$ cat src/hdl/dmm_pkg.sv
/*
  dmm front end control core
  shared widths, register map, frame layout and output bundle positions
*/
package dmm_pkg;

  // widths
  localparam int unsigned DATA_W     = 24;  // registers and output bundle
  localparam int unsigned ADDR_W     = 7;   // command bit 7 is the read flag
  localparam int unsigned CMD_BITS   = 8;
  localparam int unsigned FRAME_BITS = 32;  // command byte + 24 data bits
  localparam int unsigned BITCNT_W   = 6;   // saturating frame bit count
  localparam int unsigned HW_FLAGS_W = 3;

  // register map
  localparam logic [ADDR_W-1:0] REG_STATUS    = 7'd0;  // read only
  localparam logic [ADDR_W-1:0] REG_MODE      = 7'd1;
  localparam logic [ADDR_W-1:0] REG_DIRECT    = 7'd2;
  localparam logic [ADDR_W-1:0] REG_APERTURE  = 7'd3;  // sample length, clk cycles
  localparam logic [ADDR_W-1:0] REG_PRECHARGE = 7'd4;  // precharge length, clk cycles

  localparam logic [7:0]        STATUS_MAGIC    = 8'hAA;
  localparam logic [DATA_W-1:0] LED_HOLD_CYCLES = 24'd64;  // activity light on-time

  //////////////////////////////////////////////////////////////////////
  // output bundle layout
  localparam int unsigned LED_LSB           = 0;
  localparam int unsigned LED_W             = 4;
  localparam int unsigned MON_LSB           = 4;
  localparam int unsigned MON_W             = 8;
  localparam int unsigned BIT_MEAS_COMPLETE = 12;
  localparam int unsigned BIT_PC1           = 13;
  localparam int unsigned BIT_PC2           = 14;
  localparam int unsigned AZMUX_LSB         = 15;
  localparam int unsigned BIT_CMPR_LATCH    = 19;
  localparam int unsigned REFMUX_LSB        = 20;
  localparam int unsigned SEL_W             = 4;   // azmux and refmux

  // output source, 5..7 fall through to all low
  typedef enum logic [2:0] {
    MODE_DIRECT    = 3'd0,
    MODE_ALL_LOW   = 3'd1,
    MODE_ALL_HIGH  = 3'd2,
    MODE_PATTERN   = 3'd3,
    MODE_PRECHARGE = 3'd4
  } out_mode_t;

  typedef enum logic [1:0] {
    ST_IDLE      = 2'd0,
    ST_PRECHARGE = 2'd1,
    ST_SAMPLE    = 2'd2
  } seq_state_t;

endpackage

$ cat src/hdl/interval_timer.sv
/*
  loadable interval timer
  done pulses N cycles after a load of N, zero counts as one
*/
`timescale 1ns/1ps

module interval_timer (
  input  logic                       clk_i,
  input  logic                       reset_i,
  input  logic                       load_i,
  input  logic [dmm_pkg::DATA_W-1:0] interval_i,
  output logic                       busy_o,
  output logic                       done_o
);

  import dmm_pkg::*;

  logic [DATA_W-1:0] count_r;  // cycles left, 0 when idle

  always_ff @(posedge clk_i) begin
    if (reset_i) begin
      count_r <= '0;
    end else if (load_i) begin  // reload wins over decrement
      count_r <= (interval_i == '0) ? DATA_W'(1) : interval_i;
    end else if (count_r != '0) begin
      count_r <= count_r - 1'b1;
    end
  end

  assign busy_o = (count_r != '0);
  assign done_o = (count_r == DATA_W'(1));  // last counted cycle

  //////////////////////////////////////////////////////////////////////
  // checks

  // only a fresh load can bring done back on the next cycle
  a_done_single : assert property (
    @(posedge clk_i) disable iff (reset_i)
    done_o && !load_i |=> !done_o
  );

endmodule

$ cat src/hdl/spi_reg_bank.sv
/*
  spi slave and register file, mode 0, oversampled on clk
  32 bit frames, command byte then 24 data bits, msb first
  writes commit on ss_n rising edge, reads shift out after the command
*/
`timescale 1ns/1ps

module spi_reg_bank (
  input  logic                           clk_i,
  input  logic                           reset_i,
  input  logic                           sck_i,
  input  logic                           sdi_i,
  input  logic                           ss_n_i,
  output logic                           sdo_o,
  input  logic [dmm_pkg::HW_FLAGS_W-1:0] hw_flags_i,
  output dmm_pkg::out_mode_t             mode_o,
  output logic [dmm_pkg::DATA_W-1:0]     direct_o,
  output logic [dmm_pkg::DATA_W-1:0]     aperture_o,
  output logic [dmm_pkg::DATA_W-1:0]     precharge_o,
  output logic                           frame_done_o
);

  import dmm_pkg::*;

  //////////////////////////////////////////////////////////////////////
  // pin synchronizers and edge detect
  logic [2:0] sck_r;  // [1] synced, [2] previous
  logic [2:0] ss_r;
  logic [1:0] sdi_r;

  always_ff @(posedge clk_i) begin
    if (reset_i) begin
      sck_r <= '0;   // mode 0 idles low
      ss_r  <= '1;   // deselected
      sdi_r <= '0;
    end else begin
      sck_r <= {sck_r[1:0], sck_i};
      ss_r  <= {ss_r[1:0], ss_n_i};
      sdi_r <= {sdi_r[0], sdi_i};
    end
  end

  logic sck_rise, sck_fall, ss_fall, ss_rise, frame_act;

  assign sck_rise  = sck_r[1] & ~sck_r[2];
  assign sck_fall  = ~sck_r[1] & sck_r[2];
  assign ss_fall   = ~ss_r[1] & ss_r[2];   // frame opens
  assign ss_rise   = ss_r[1] & ~ss_r[2];   // frame closes
  assign frame_act = ~ss_r[1];

  //////////////////////////////////////////////////////////////////////
  // receive side
  logic [BITCNT_W-1:0]   bit_cnt_r;
  logic [FRAME_BITS-1:0] shift_r;   // cmd in [31:24] once full
  logic                  cmd_done_r; // command byte just completed

  always_ff @(posedge clk_i) begin
    if (reset_i) begin
      bit_cnt_r  <= '0;
      cmd_done_r <= 1'b0;
    end else begin
      cmd_done_r <= frame_act && sck_rise && (bit_cnt_r == BITCNT_W'(CMD_BITS - 1));
      if (ss_fall)
        bit_cnt_r <= '0;
      else if (frame_act && sck_rise && (bit_cnt_r != '1))
        bit_cnt_r <= bit_cnt_r + 1'b1;  // saturate, long frames stay invalid
    end
  end

  always_ff @(posedge clk_i) begin
    if (frame_act && sck_rise)
      shift_r <= {shift_r[FRAME_BITS-2:0], sdi_r[1]};
  end

  //////////////////////////////////////////////////////////////////////
  // register file
  out_mode_t         mode_r;
  logic [DATA_W-1:0] direct_r, aperture_r, precharge_r;
  logic              wr_ok;
  logic [ADDR_W-1:0] wr_addr;

  assign wr_ok   = ss_rise && (bit_cnt_r == BITCNT_W'(FRAME_BITS))
                   && !shift_r[FRAME_BITS-1];
  assign wr_addr = shift_r[FRAME_BITS-2 -: ADDR_W];

  always_ff @(posedge clk_i) begin
    if (reset_i) begin
      mode_r      <= MODE_DIRECT;
      direct_r    <= '0;
      aperture_r  <= '0;
      precharge_r <= '0;
    end else if (wr_ok) begin
      case (wr_addr)
        REG_MODE:      mode_r      <= out_mode_t'(shift_r[2:0]);
        REG_DIRECT:    direct_r    <= shift_r[DATA_W-1:0];
        REG_APERTURE:  aperture_r  <= shift_r[DATA_W-1:0];
        REG_PRECHARGE: precharge_r <= shift_r[DATA_W-1:0];
        default: ;  // status and unknown addresses drop the write
      endcase
    end
  end

  //////////////////////////////////////////////////////////////////////
  // readback, sdo changes on sck falling
  logic [DATA_W-1:0] rd_data, tx_r;
  logic              sdo_r;

  always_comb begin
    rd_data = '0;  // unknown address reads zero
    case (shift_r[ADDR_W-1:0])  // command byte sits in the low bits here
      REG_STATUS:    rd_data = {{(DATA_W-HW_FLAGS_W-8){1'b0}}, hw_flags_i, STATUS_MAGIC};
      REG_MODE:      rd_data = {{(DATA_W-3){1'b0}}, mode_r};
      REG_DIRECT:    rd_data = direct_r;
      REG_APERTURE:  rd_data = aperture_r;
      REG_PRECHARGE: rd_data = precharge_r;
      default:       rd_data = '0;
    endcase
  end

  always_ff @(posedge clk_i) begin
    if (ss_fall)
      tx_r <= '0;
    else if (cmd_done_r)
      tx_r <= shift_r[CMD_BITS-1] ? rd_data : '0;  // load only for a read
    else if (frame_act && sck_fall)
      tx_r <= {tx_r[DATA_W-2:0], 1'b0};
  end

  always_ff @(posedge clk_i) begin
    if (reset_i || !frame_act)
      sdo_r <= 1'b0;  // quiet between frames
    else if (sck_fall)
      sdo_r <= tx_r[DATA_W-1];
  end

  assign sdo_o        = sdo_r;
  assign mode_o       = mode_r;
  assign direct_o     = direct_r;
  assign aperture_o   = aperture_r;
  assign precharge_o  = precharge_r;
  assign frame_done_o = ss_rise;  // every close, valid or not

  // host holds each sck level at least 3 clk, so no fall follows a rise early
  a_sck_edges : assert property (
    @(posedge clk_i) disable iff (reset_i)
    sck_rise |-> (!sck_fall) [*3]
  );

endmodule

$ cat src/hdl/precharge_seq.sv
/*
  precharge / sample sequencer
  alternates phases, lengths taken from registers at each phase load
*/
`timescale 1ns/1ps

module precharge_seq (
  input  logic                       clk_i,
  input  logic                       reset_i,
  input  logic [dmm_pkg::DATA_W-1:0] aperture_i,
  input  logic [dmm_pkg::DATA_W-1:0] precharge_i,
  output logic                       pc_sw_o,
  output logic                       seq_led_o,
  output logic [dmm_pkg::MON_W-1:0]  seq_mon_o,
  output logic                       meas_done_o
);

  import dmm_pkg::*;

  seq_state_t        state_r, state_d;
  logic              tmr_load;
  logic [DATA_W-1:0] tmr_len;
  logic              tmr_busy, tmr_done;

  // phase length timer
  interval_timer phase_tmr_i (
    .clk_i      (clk_i),
    .reset_i    (reset_i),
    .load_i     (tmr_load),
    .interval_i (tmr_len),
    .busy_o     (tmr_busy),
    .done_o     (tmr_done)
  );

  //////////////////////////////////////////////////////////////////////
  // fsm, timer loaded on the cycle before each phase starts
  always_comb begin
    state_d  = state_r;
    tmr_load = 1'b0;
    tmr_len  = precharge_i;
    case (state_r)
      ST_IDLE: begin  // one cycle out of reset
        tmr_load = 1'b1;
        state_d  = ST_PRECHARGE;
      end
      ST_PRECHARGE: if (tmr_done) begin
        tmr_load = 1'b1;
        tmr_len  = aperture_i;
        state_d  = ST_SAMPLE;
      end
      ST_SAMPLE: if (tmr_done) begin
        tmr_load = 1'b1;  // back to precharge, fresh length
        state_d  = ST_PRECHARGE;
      end
      default: state_d = ST_IDLE;
    endcase
  end

  always_ff @(posedge clk_i) begin
    if (reset_i)
      state_r <= ST_IDLE;
    else
      state_r <= state_d;
  end

  // outputs, decoded from state
  assign pc_sw_o     = (state_r == ST_SAMPLE);
  assign seq_led_o   = (state_r == ST_SAMPLE);
  assign seq_mon_o   = {{(MON_W-2){1'b0}}, state_r == ST_PRECHARGE, state_r == ST_SAMPLE};
  assign meas_done_o = (state_r == ST_SAMPLE) && tmr_done;  // last sample cycle

  //////////////////////////////////////////////////////////////////////
  // checks

  // timer always running while a phase is active
  a_phase_timed : assert property (
    @(posedge clk_i) disable iff (reset_i)
    state_r != ST_IDLE |-> tmr_busy
  );

endmodule

$ cat src/hdl/output_mux.sv
/*
  output source selector
  registered mux over direct, fixed levels, test pattern and sequencer
  also owns the pattern counter and the spi activity light hold
*/
`timescale 1ns/1ps

module output_mux (
  input  logic                       clk_i,
  input  logic                       reset_i,
  input  dmm_pkg::out_mode_t         mode_i,
  input  logic [dmm_pkg::DATA_W-1:0] direct_i,
  input  logic                       frame_done_i,
  input  logic                       pc_sw_i,
  input  logic                       seq_led_i,
  input  logic [dmm_pkg::MON_W-1:0]  seq_mon_i,
  input  logic                       meas_done_i,
  output logic [dmm_pkg::DATA_W-1:0] out_o
);

  import dmm_pkg::*;

  logic              act_led;    // spi activity, held after each frame
  logic [DATA_W-1:0] pattern_r;  // free running test pattern
  logic [DATA_W-1:0] bundle_d;
  logic [DATA_W-1:0] out_r;

  // retriggers on every frame close
  interval_timer led_hold_i (
    .clk_i      (clk_i),
    .reset_i    (reset_i),
    .load_i     (frame_done_i),
    .interval_i (LED_HOLD_CYCLES),
    .busy_o     (act_led),
    .done_o     ()
  );

  always_ff @(posedge clk_i) begin
    if (reset_i)
      pattern_r <= '0;
    else
      pattern_r <= pattern_r + 1'b1;  // wraps at 2^24
  end

  //////////////////////////////////////////////////////////////////////
  // source select
  always_comb begin
    bundle_d = '0;
    case (mode_i)
      MODE_DIRECT: begin
        bundle_d          = direct_i;
        bundle_d[LED_LSB] = act_led;  // led 0 shows spi activity
      end
      MODE_ALL_LOW:  bundle_d = '0;
      MODE_ALL_HIGH: bundle_d = '1;
      MODE_PATTERN:  bundle_d = pattern_r;
      MODE_PRECHARGE: begin  // sequencer bits only, rest low
        bundle_d[LED_LSB]             = seq_led_i;
        bundle_d[MON_LSB +: MON_W]    = seq_mon_i;
        bundle_d[BIT_MEAS_COMPLETE]   = meas_done_i;
        bundle_d[BIT_PC1]             = pc_sw_i;
      end
      default: bundle_d = '0;  // 5..7 unused
    endcase
  end

  // one cycle behind the sources
  always_ff @(posedge clk_i) begin
    if (reset_i)
      out_r <= '0;  // pins low out of reset
    else
      out_r <= bundle_d;
  end

  assign out_o = out_r;

endmodule

$ cat src/hdl/dmm_ctrl_top.sv
/*
  dmm front end control core, top level
  spi register bank, precharge sequencer and output mux to the pins
*/
`timescale 1ns/1ps

module dmm_ctrl_top (
  input  logic                           clk_i,
  input  logic                           reset_i,
  // spi, mode 0
  input  logic                           sck_i,
  input  logic                           sdi_i,
  input  logic                           ss_n_i,
  output logic                           sdo_o,
  input  logic [dmm_pkg::HW_FLAGS_W-1:0] hw_flags_i,
  // switch and indicator outputs
  output logic [dmm_pkg::LED_W-1:0]      leds_o,
  output logic [dmm_pkg::MON_W-1:0]      monitor_o,
  output logic                           meas_complete_o,
  output logic                           pc1_sw_o,
  output logic                           pc2_sw_o,
  output logic [dmm_pkg::SEL_W-1:0]      azmux_o,
  output logic                           cmpr_latch_o,
  output logic [dmm_pkg::SEL_W-1:0]      refmux_o
);

  import dmm_pkg::*;

  out_mode_t         mode;
  logic [DATA_W-1:0] direct, aperture, precharge;
  logic              frame_done;
  logic              pc_sw, seq_led, meas_done;
  logic [MON_W-1:0]  seq_mon;
  logic [DATA_W-1:0] bundle;  // registered output word

  spi_reg_bank spi_reg_bank_i (
    .clk_i        (clk_i),
    .reset_i      (reset_i),
    .sck_i        (sck_i),
    .sdi_i        (sdi_i),
    .ss_n_i       (ss_n_i),
    .sdo_o        (sdo_o),
    .hw_flags_i   (hw_flags_i),
    .mode_o       (mode),
    .direct_o     (direct),
    .aperture_o   (aperture),
    .precharge_o  (precharge),
    .frame_done_o (frame_done)
  );

  precharge_seq precharge_seq_i (
    .clk_i       (clk_i),
    .reset_i     (reset_i),
    .aperture_i  (aperture),
    .precharge_i (precharge),
    .pc_sw_o     (pc_sw),
    .seq_led_o   (seq_led),
    .seq_mon_o   (seq_mon),
    .meas_done_o (meas_done)
  );

  output_mux output_mux_i (
    .clk_i        (clk_i),
    .reset_i      (reset_i),
    .mode_i       (mode),
    .direct_i     (direct),
    .frame_done_i (frame_done),
    .pc_sw_i      (pc_sw),
    .seq_led_i    (seq_led),
    .seq_mon_i    (seq_mon),
    .meas_done_i  (meas_done),
    .out_o        (bundle)
  );

  //////////////////////////////////////////////////////////////////////
  // bundle to pins
  assign leds_o          = bundle[LED_LSB +: LED_W];
  assign monitor_o       = bundle[MON_LSB +: MON_W];
  assign meas_complete_o = bundle[BIT_MEAS_COMPLETE];
  assign pc1_sw_o        = bundle[BIT_PC1];
  assign pc2_sw_o        = bundle[BIT_PC2];
  assign azmux_o         = bundle[AZMUX_LSB +: SEL_W];
  assign cmpr_latch_o    = bundle[BIT_CMPR_LATCH];
  assign refmux_o        = bundle[REFMUX_LSB +: SEL_W];  // adc ref current mux

endmodule

$ cat config.mk
export PLATFORM = sky130hd
export DESIGN_NAME = dmm_ctrl_top
export DESIGN_NICKNAME = d
export VERILOG_FILES = /design/src/hdl/dmm_pkg.sv /design/src/hdl/interval_timer.sv /design/src/hdl/spi_reg_bank.sv /design/src/hdl/precharge_seq.sv /design/src/hdl/output_mux.sv /design/src/hdl/dmm_ctrl_top.sv
export SDC_FILE = /design/constraint.sdc
export NUM_CORES = 1
export LEC_CHECK = 0
export ABC_AREA = 1
export BUFFER_PORTS_ARGS = -buffer_cell sky130_fd_sc_hd__buf_2
export CAP_MARGIN = 20
export CORE_UTILIZATION = 57
export CTS_CLUSTER_DIAMETER = 150
export DETAILED_ROUTE_END_ITERATION = 8
export PLACE_DENSITY_LB_ADDON = 0.3
export SYNTH_ARGS = -nofsm -noshare
export SYNTH_HDL_FRONTEND = slang
export SYNTH_HIERARCHICAL = 1
export SYNTH_SLANG_ARGS = --single-unit
$ cat constraint.sdc
create_clock -name clk_i -period 4.07 [get_ports clk_i]
set_input_delay 1.0175 -clock clk_i [delete_from_list [all_inputs] [get_ports clk_i]]
set_output_delay 1.0175 -clock clk_i [all_outputs]
set_load 0.005 [all_outputs]
==> results.cfg, run 1 <==
[pwr]
power.leakage_nw = 6.36
finalPower_mw = 9.05
power_switching_mw = 3.71
seqPwrFrac = 0.323
peakVddDrop_v = 0.000373
p_comb_frac = 0.398
power_density_mw_per_mm2 = 620
power.internal_mw = 5.34
p_sw_frac = 0.410
p_clk_frac = 0.278

[global_route]
antenna_found_initial = 0
gr-total-overflow = 0
grt_pass1_wl_mm = 55.5
grt_max_degree = 102
grt_pass1_vias = 11300
grt_use_total = 0.283

[hold_path]
holdPathEnd = spi_reg_bank_i/shift_r[0]
min_path_cells = 0
hp-start = spi_reg_bank_i/sdi_r[1]
min_path_type = reg2reg

[finish]
final_util = 0.641
syn_to_final_growth_pct = 9.42
antennaDiodeCount = 0
finalNonFillerCells = 2282
fin_nets = 1969
fill_cells = 2032
drive_above_1_share = 0.105

[timing]
min_period_over_period = 0.729
finalSetupTns_ns = 0
fmax_ghz = 0.337
setup_ws_ns = 1.10
finClkSkew_ns = 0.0107
tightestPinTransition_ns = 0.995
slew_viol_final = 0
setup_viol = 0
maxSlewHeadroom = 0.336
min_period_ns = 2.97
finalHoldViolCount = 0
rsz0062_at_grt = false

[setup_path]
required_ns = 4.55
worst_setup_path_end_kind = register
crit_type = reg2reg
worstReg2RegEnd = precharge_seq_i/phase_tmr_i/count_r[4]
arrival_ns = 3.44
crit_fanout = 28
crit_path_start_kind = register
rr_worst_depth = 13
regToRegSetupSlack_ns = 1.10
rr_startpoint = precharge_seq_i/phase_tmr_i/count_r[12]

[placed_design]
pre_cts_ws_ns = 1.15
gp_congestion = 0.931
dp.cells = 2232
dp_hpwl_mm = 23.0
io_buffer_count = 32

[routing]
wirelength_mm = 34.0
postRouteAntennaNets = 0
wl_per_cell_um = 14.9
dr.pass1.iters = 6
vias = 12600
routed_via_density = 5.52
drc = 0
drt_iter0_markers = 1151

[job]
maxCapViolCount = 0

[clock_network]
cts_tree = yes
htree_levels = 1
cts-buffers-inserted = 27
root_buffer = clkbuf_16
cts_resized = 0
cts_hold_buf = 0
path_clk_slew_ns = 0.06
clock-sinks = 245
cts_setup_buffers = 0
clk_latency_ns = 0.56
clock_path_buffers = 3

[floorplan]
die_width_um = 155
rows = 55
initial_core_util = 0.586
dieArea_mm2 = 0.0240
ios = 33
die_h_um = 155
coreArea_mm2 = 0.0228

[status]
outcome = finished, final reports clean

[synth]
avgSynthCellArea_um2 = 6.93
syn-cell-area_mm2 = 0.0134
yosysWarnings = 6
synthCells = 1928
[cell usage in the layout (no fill, tap or decap), types with 4 or more instances in the layout]
cell type,count
inv_2,13
clkinv_2,5
ha_1,13
nor3_1,4
nor2_2,18
o21a_1,4
a31oi_2,10
nor2_1,314
dfxtp_1,213
nand2_1,424
nor2_8,6
nand2_4,8
clkbuf_16,27
o21ai_0,56
a21oi_1,85
nand3b_1,4
clkbuf_8,4
buf_2,32
clkbuf_1,4
conb_1,50
nand2_2,17
nand3_1,311
a31oi_4,4
xor2_1,7
inv_1,151
nor2_4,19
nand4_1,31
o21ai_1,20
a31oi_1,25
edfxtp_1,32
buf_4,19
[critical path: stages (launching register included)]
cell	delay, ns
dfxtp_1	0.34
nor2_2	0.20
nand2_2	0.12
nor2_8	0.20
nand2_1	0.09
nor2_2	0.09
buf_4	0.30
a21oi_1	0.12
nor2_2	0.09
buf_4	0.29
inv_1	0.32
nand4_4	0.36
nand2_4	0.19
a31oi_2	0.17
[routing by layer]
metal	routed length, um	up-vias	GRT usage
met5	0	-	0
met4	1470	0	0.131
met3	2460	82	0.0348
met2	15400	495	0.454
met1	14700	5746	0.381
li1	-	6272	-
[worst max path at each step]
| stage | start | end | cells after the start | slack, ns |
|---|---|---|---|---|
| 2_1_floorplan | spi_reg_bank_i/sck_r[1] | spi_reg_bank_i/bit_cnt_r[3] | 7 | 0.16 |
| 3_3_place_gp | precharge_seq_i/phase_tmr_i/count_r[12] | precharge_seq_i/phase_tmr_i/count_r[8] | 13 | 1.25 |
| 3_5_place_dp | precharge_seq_i/phase_tmr_i/count_r[12] | precharge_seq_i/phase_tmr_i/count_r[4] | 13 | 1.15 |
| 4_1_cts | precharge_seq_i/phase_tmr_i/count_r[12] | precharge_seq_i/phase_tmr_i/count_r[4] | 13 | 1.13 |
| 5_1_grt | precharge_seq_i/phase_tmr_i/count_r[12] | precharge_seq_i/phase_tmr_i/count_r[4] | 13 | 0.86 |
| 6_report | precharge_seq_i/phase_tmr_i/count_r[12] | precharge_seq_i/phase_tmr_i/count_r[4] | 13 | 1.10 |
[final cells by class]
class                      instances  area (um^2)  area share
sequential                       245         5230       0.358
inverter                         165          624      0.0427
multi-input combinational       1457         7130       0.488
clock inverter                    15          176      0.0121
timing repair buffer              52          323      0.0221
tap                              313          392      0.0268
clock buffer                      35          746      0.0510
[flip-flops by register name (all words and copies together) (netlist names)]
signal,count
output_mux_i/led_hold_i/count_r,24
spi_reg_bank_i/ss_r,3
precharge_seq_i/state_r,2
spi_reg_bank_i/precharge_o,24
spi_reg_bank_i/sck_r,3
spi_reg_bank_i/sdo_o,1
spi_reg_bank_i/aperture_o,24
spi_reg_bank_i/shift_r,32
output_mux_i/pattern_r,24
spi_reg_bank_i/tx_r,24
spi_reg_bank_i/cmd_done_r,1
spi_reg_bank_i/mode_o,3
precharge_seq_i/phase_tmr_i/count_r,24
spi_reg_bank_i/direct_o,24
output_mux_i/out_o,24
spi_reg_bank_i/sdi_r,2
spi_reg_bank_i/bit_cnt_r,6
[power by group through the flow]
stage	Combinational [mW]	Clock (mW)	Sequential, mW
global placement	3.47	0	2.96
detailed placement	3.55	0	2.97
global route	4.06	2.66	2.96
finish	3.60	2.52	2.93
CTS	3.57	2.57	2.92
floorplan	2.99	0	2.91
[metrics by stage]
| step | cell area [um^2] | hold WS, ns |
|---|---|---|
| 2_1_floorplan | 13500 | 0.386 |
| 3_3_place_gp | 13700 | 0.391 |
| 4_1_cts | 14600 | 0.407 |
| 5_1_grt | 14600 | 0.420 |
| 3_5_place_dp | 13700 | 0.392 |
| 6_report | 14600 | 0.404 |
Note: power is estimated with default switching activity, not from simulation.
==> run 2, diff against run 1 <==
- CORE_UTILIZATION: 57 -> 63
- clock period: 4.07 -> 3.1 ns (I/O delays scaled with it)
==> run 2 against run 1 <==
Effect of this change:
- sequential share of layout area up 0.098 points
- non-clock buffer count up 7
- flip-flop and latch count unchanged
- combinational power up 33%
- hold slack about the same
- critical path type unchanged
- via count up 0.32%
- critical endpoint is now precharge_seq_i/phase_tmr_i/count_r[3]
- core utilization up 7.0 points
- critical path depth down 2
- routed wire length up 1.2%
==> results.cfg, run 2 (synthesized netlist as in run 1, its figures left out) <==
[setup_path]
rr_startpoint = precharge_seq_i/phase_tmr_i/count_r[7]
crit_path_start_kind = register
crit_type = reg2reg
crit_fanout = 20
rr_worst_depth = 11
regToRegSetupSlack_ns = 0.63
worst_setup_path_end_kind = register
required_ns = 3.51
arrival_ns = 2.88
worstReg2RegEnd = precharge_seq_i/phase_tmr_i/count_r[3]

[placed_design]
dp.cells = 2196
postPlaceCellArea_mm2 = 0.0137
gp_congestion = 0.927
pre_cts_ws_ns = 0.635
io_buffer_count = 32
dp_hpwl_mm = 23.9

[hold_path]
holdPathEnd = spi_reg_bank_i/shift_r[0]
min_path_cells = 0
min_path_type = reg2reg
hp-start = spi_reg_bank_i/sdi_r[1]

[routing]
drt_iter0_markers = 1337
dr.pass1.iters = 8
wirelength_mm = 34.4
wl_per_cell_um = 15.3
routed_via_density = 5.63
vias = 12600
drc = 0
postRouteAntennaNets = 0

[pwr]
power.internal_mw = 6.91
power_density_mw_per_mm2 = 808
seqPwrFrac = 0.326
peakVddDrop_v = 0.000456
power_switching_mw = 4.87
finalPower_mw = 11.8
p_clk_frac = 0.267
p_comb_frac = 0.407
p_sw_frac = 0.413
power.leakage_nw = 6.38

[finish]
antennaDiodeCount = 0
regMostFlops = spi_reg_bank_i/shift_r
fill_cells = 1686
postLayoutCellArea_mm2 = 0.0146
largest_reg_flops = 32
fin_nets = 1975
syn_to_final_growth_pct = 9.12
layout_commonest_cell = nand2_1
drive_above_1_share = 0.104
layout_common_cells = 424 x nand2_1, 314 x nor2_1, 311 x nand3_1
finalNonFillerCells = 2244
seq_area_mm2 = 0.00523
final_util = 0.711
multi_input_area_mm2 = 0.00713

[global_route]
grt_use_total = 0.322
gr-total-overflow = 0
grt_pass1_vias = 11500
antenna_found_initial = 0
grt_pass1_wl_mm = 57.1
grt_max_degree = 76

[timing]
min_period_over_period = 0.797
setup_viol = 0
rsz0062_at_grt = false
finalHoldViolCount = 0
holdWs_ns = 0.405
tightestPinTransition_ns = 0.914
setup_ws_ns = 0.628
fmax_ghz = 0.405
min_period_ns = 2.47
finClkSkew_ns = 0.0170
finalSetupTns_ns = 0
slew_viol_final = 0
maxSlewHeadroom = 0.385

[floorplan]
initial_core_util = 0.652
die_h_um = 148
dieArea_mm2 = 0.0218
coreArea_mm2 = 0.0205
ios = 33
rows = 52
die_width_um = 148

[job]
maxCapViolCount = 0

[clock_network]
cts_resized = 0
root_buffer = clkbuf_16
cts_hold_buf = 0
clk_latency_ns = 0.55
clock-sinks = 245
path_clk_slew_ns = 0.06
clock_path_buffers = 3
cts-buffers-inserted = 26
htree_levels = 1
cts_tree = yes
cts_setup_buffers = 0

[status]
outcome = finished, final reports clean
## run 2: cell types whose count changed in the layout (fill, tap and decap cells not counted), sizes merged
| cell | change |
|---|---|
| buf | +7 |
| clkinvlp | -3 |
| clkinv | +3 |
| inv | -2 |
## run 2: how the worst max path moves through the flow
stage	from	end
floorplan	spi_reg_bank_i/ss_r[1]	spi_reg_bank_i/bit_cnt_r[3]
global placement	precharge_seq_i/phase_tmr_i/count_r[7]	precharge_seq_i/phase_tmr_i/count_r[8]
detailed placement	precharge_seq_i/phase_tmr_i/count_r[7]	precharge_seq_i/phase_tmr_i/count_r[4]
CTS	precharge_seq_i/phase_tmr_i/count_r[7]	precharge_seq_i/phase_tmr_i/count_r[4]
global route	precharge_seq_i/phase_tmr_i/count_r[7]	precharge_seq_i/phase_tmr_i/count_r[2]
finish	precharge_seq_i/phase_tmr_i/count_r[7]	precharge_seq_i/phase_tmr_i/count_r[3]
## run 2: cell type report
type                       instances  area share
timing repair buffer              59      0.0266
inverter                         165      0.0428
multi-input combinational       1457       0.489
tap                              270      0.0232
sequential                       245       0.359
clock inverter                    13      0.0110
clock buffer                      35      0.0483
## run 2: layer usage
metal | GRT usage | share of wire | vias up
li1 | - | - | 6278
met1 | 0.439 | 0.42 | 5751
met2 | 0.529 | 0.47 | 522
met3 | 0.0352 | 0.076 | 84
met4 | 0.114 | 0.034 | 0
met5 | 0 | 0 | -
## run 2: power by group through the flow
stage | Sequential [mW] | Clock (mW) | Combinational, mW
6_report | 3.84 | 3.14 | 4.80
5_1_grt | 3.88 | 3.33 | 5.35
4_1_cts | 3.83 | 3.18 | 4.76
3_5_place_dp | 3.90 | 0 | 4.73
3_3_place_gp | 3.88 | 0 | 4.62
2_1_floorplan | 3.83 | 0 | 3.92
## run 2: worst max-delay path: stages, from the launching register on
cell and delay, ns:
dfxtp_1 0.40, nor2_1 0.09, nand2_2 0.13, inv_1 0.09
nand3_1 0.12, nor2_2 0.07, a21oi_1 0.16, nor2_2 0.05
inv_1 0.49, nand4_4 0.38, nand2_4 0.31, a31oi_2 0.05
==> run 3, diff against run 2 <==
- ABC_AREA: 1 -> 0
- clock period: 3.1 -> 2.5 ns (I/O delays scaled with it)
==> run 3 against run 2 <==
Effect of this change:
- the run now ends with setup timing left
- sequential share of layout area is 1.5 points higher
- core utilization is 3.7 points higher
- cell count fell by 27%
- clock power increased by 30%
- largest cell class unchanged
- final area decreased by 4.0%
- total power up 18%
- combinational power grew 4.6%
- register-to-register slack got worse by 0.97 ns
- hold slack got worse by 0.12 ns
- global-route usage shrank 0.71 points
==> results.cfg, run 3 <==
[timing]
min_period_over_period = 1.14
slew_viol_final = 0
min_period_ns = 2.84
rsz0062_at_grt = true
tightestPinTransition_ns = 0.951
maxSlewHeadroom = 0.365
finalHoldViolCount = 0
setup_ws_ns = -0.343
setup_viol = 5
fmax_ghz = 0.352
finClkSkew_ns = 0.0205
holdWs_ns = 0.286

[floorplan]
die_h_um = 140
ios = 33
initial_core_util = 0.641
rows = 50
die_width_um = 140
coreArea_mm2 = 0.0187
dieArea_mm2 = 0.0196

[setup_path]
crit_fanout = 6
worst-path-buf-inv = 1
critPathMaxStageDelay_ns = 0.35
arrival_ns = 3.27
crit_chain = nor4_2, nand2_1, nor3_4, nand2_4, buf_6, mux2_2, nor4_2, and4_4, a21oi_2, nand2_1, o21ai_0
cp-startpoint = precharge_seq_i/phase_tmr_i/count_r[16]
crit_type = reg2reg
rr_startpoint = precharge_seq_i/phase_tmr_i/count_r[16]
crit_slowest_cell = nor4_2
crit_path_start_kind = register
required_ns = 2.93
worst_setup_path_end_kind = register
path_delay_family = simple AND/OR/NAND/NOR gates

[clock_network]
cts_hold_buf = 0
clock_path_buffers = 3
cts-buffers-inserted = 27
path_clk_slew_ns = 0.06
root_buffer = clkbuf_16
htree_levels = 1
clk_latency_ns = 0.55
cts_tree = yes
clock-sinks = 245

[routing]
drt_iter0_markers = 1114
dr.pass1.iters = 8
drc = 0
vias = 10300
routed_via_density = 6.23
wl_per_cell_um = 19.1
wirelength_mm = 31.5
postRouteAntennaNets = 0

[finish]
regMostFlops = spi_reg_bank_i/shift_r
antennaDiodeCount = 0
fin_nets = 1412
layout_commonest_cell = dfxtp_1
drive_above_1_share = 0.175
syn_to_final_growth_pct = 16.7
largest_reg_flops = 32
layout_common_cells = 209 x dfxtp_1, 108 x o21ai_0, 82 x nand2_1
final_util = 0.748

[status]
violations = setup timing
outcome = finished, violations left

[pwr]
power_density_mw_per_mm2 = 990
peakVddDrop_v = 0.000799
power.leakage_nw = 5.57

[hold_path]
min_path_type = in2reg
hp-start = ss_n_i

[global_route]
grt_pass1_vias = 9633
grt_max_degree = 61
grt_use_total = 0.314
antenna_found_initial = 1
gr-total-overflow = 0
grt_pass1_wl_mm = 49.9

[synth]
syn-cell-area_mm2 = 0.0120
yosysWarnings = 6
avgSynthCellArea_um2 = 9.36
synthCells = 1281

[job]
maxCapViolCount = 0

[placed_design]
pre_cts_ws_ns = -0.295
gp_congestion = 0.939
dp_hpwl_mm = 20.5
io_buffer_count = 32
-- run 3: per-layer routing --
| layer | wire length [um] | GRT usage |
|---|---|---|
| met2 | 14600 | 0.514 |
| met1 | 13000 | 0.433 |
| met5 | 0 | 0 |
| met4 | 1130 | 0.109 |
| met3 | 2740 | 0.0369 |
-- run 3: worst paths after layout --
path                                             end  depth (start not counted)  slack (ns)
max          precharge_seq_i/phase_tmr_i/count_r[22]                         11       -0.34
min                           spi_reg_bank_i/ss_r[0]                          2        0.29
max reg2reg  precharge_seq_i/phase_tmr_i/count_r[22]                         11       -0.34
min reg2reg                spi_reg_bank_i/shift_r[0]                          0        0.41
-- run 3: timing repair --
action / in CTS / in global routing
gates cloned: 1 / 3
resized for setup: 10 / 23
setup buffers: 3 / 5
setup endpoints to repair: 5 / 24
pin swaps: 3 / 6
-- run 3: metrics by stage --
step,TNS (ns),cells,area [um^2],power [mW]
2_1_floorplan,-1.15,1332,12200,7.78
3_3_place_gp,-1.16,1586,12800,9.10
3_5_place_dp,-1.44,1586,12800,9.18
4_1_cts,-1.53,1640,13800,13.4
5_1_grt,-2.82,1646,14000,14.5
6_report,-1.60,1646,14000,13.8
-- run 3: final cells by class --
cell class	count	area, um^2
inverter	30	116
multi-input combinational	972	6530
sequential	245	5230
fill	1276	4720
clock inverter	12	131
tap	234	293
clock buffer	38	798
timing repair buffer	115	887
-- run 3: report_power, final --
| group | switching [mW] | internal (mW) | total [mW] |
|---|---|---|---|
| registers | 0.394 | 4.36 | 4.75 |
| logic | 2.74 | 2.27 | 5.02 |
| clock network | 1.63 | 2.44 | 4.07 |
| total | 4.76 | 9.08 | 13.8 |
-- run 3: worst reg2reg max path, cell delays in order (launching register included) --
cell and delay [ns]:
dfxtp_1 0.32, nor4_2 0.34, nand2_1 0.17, nor3_4 0.34, nand2_4 0.17, buf_6 0.18
mux2_2 0.30, nor4_2 0.35, and4_4 0.29, a21oi_2 0.07, nand2_1 0.10, o21ai_0 0.09
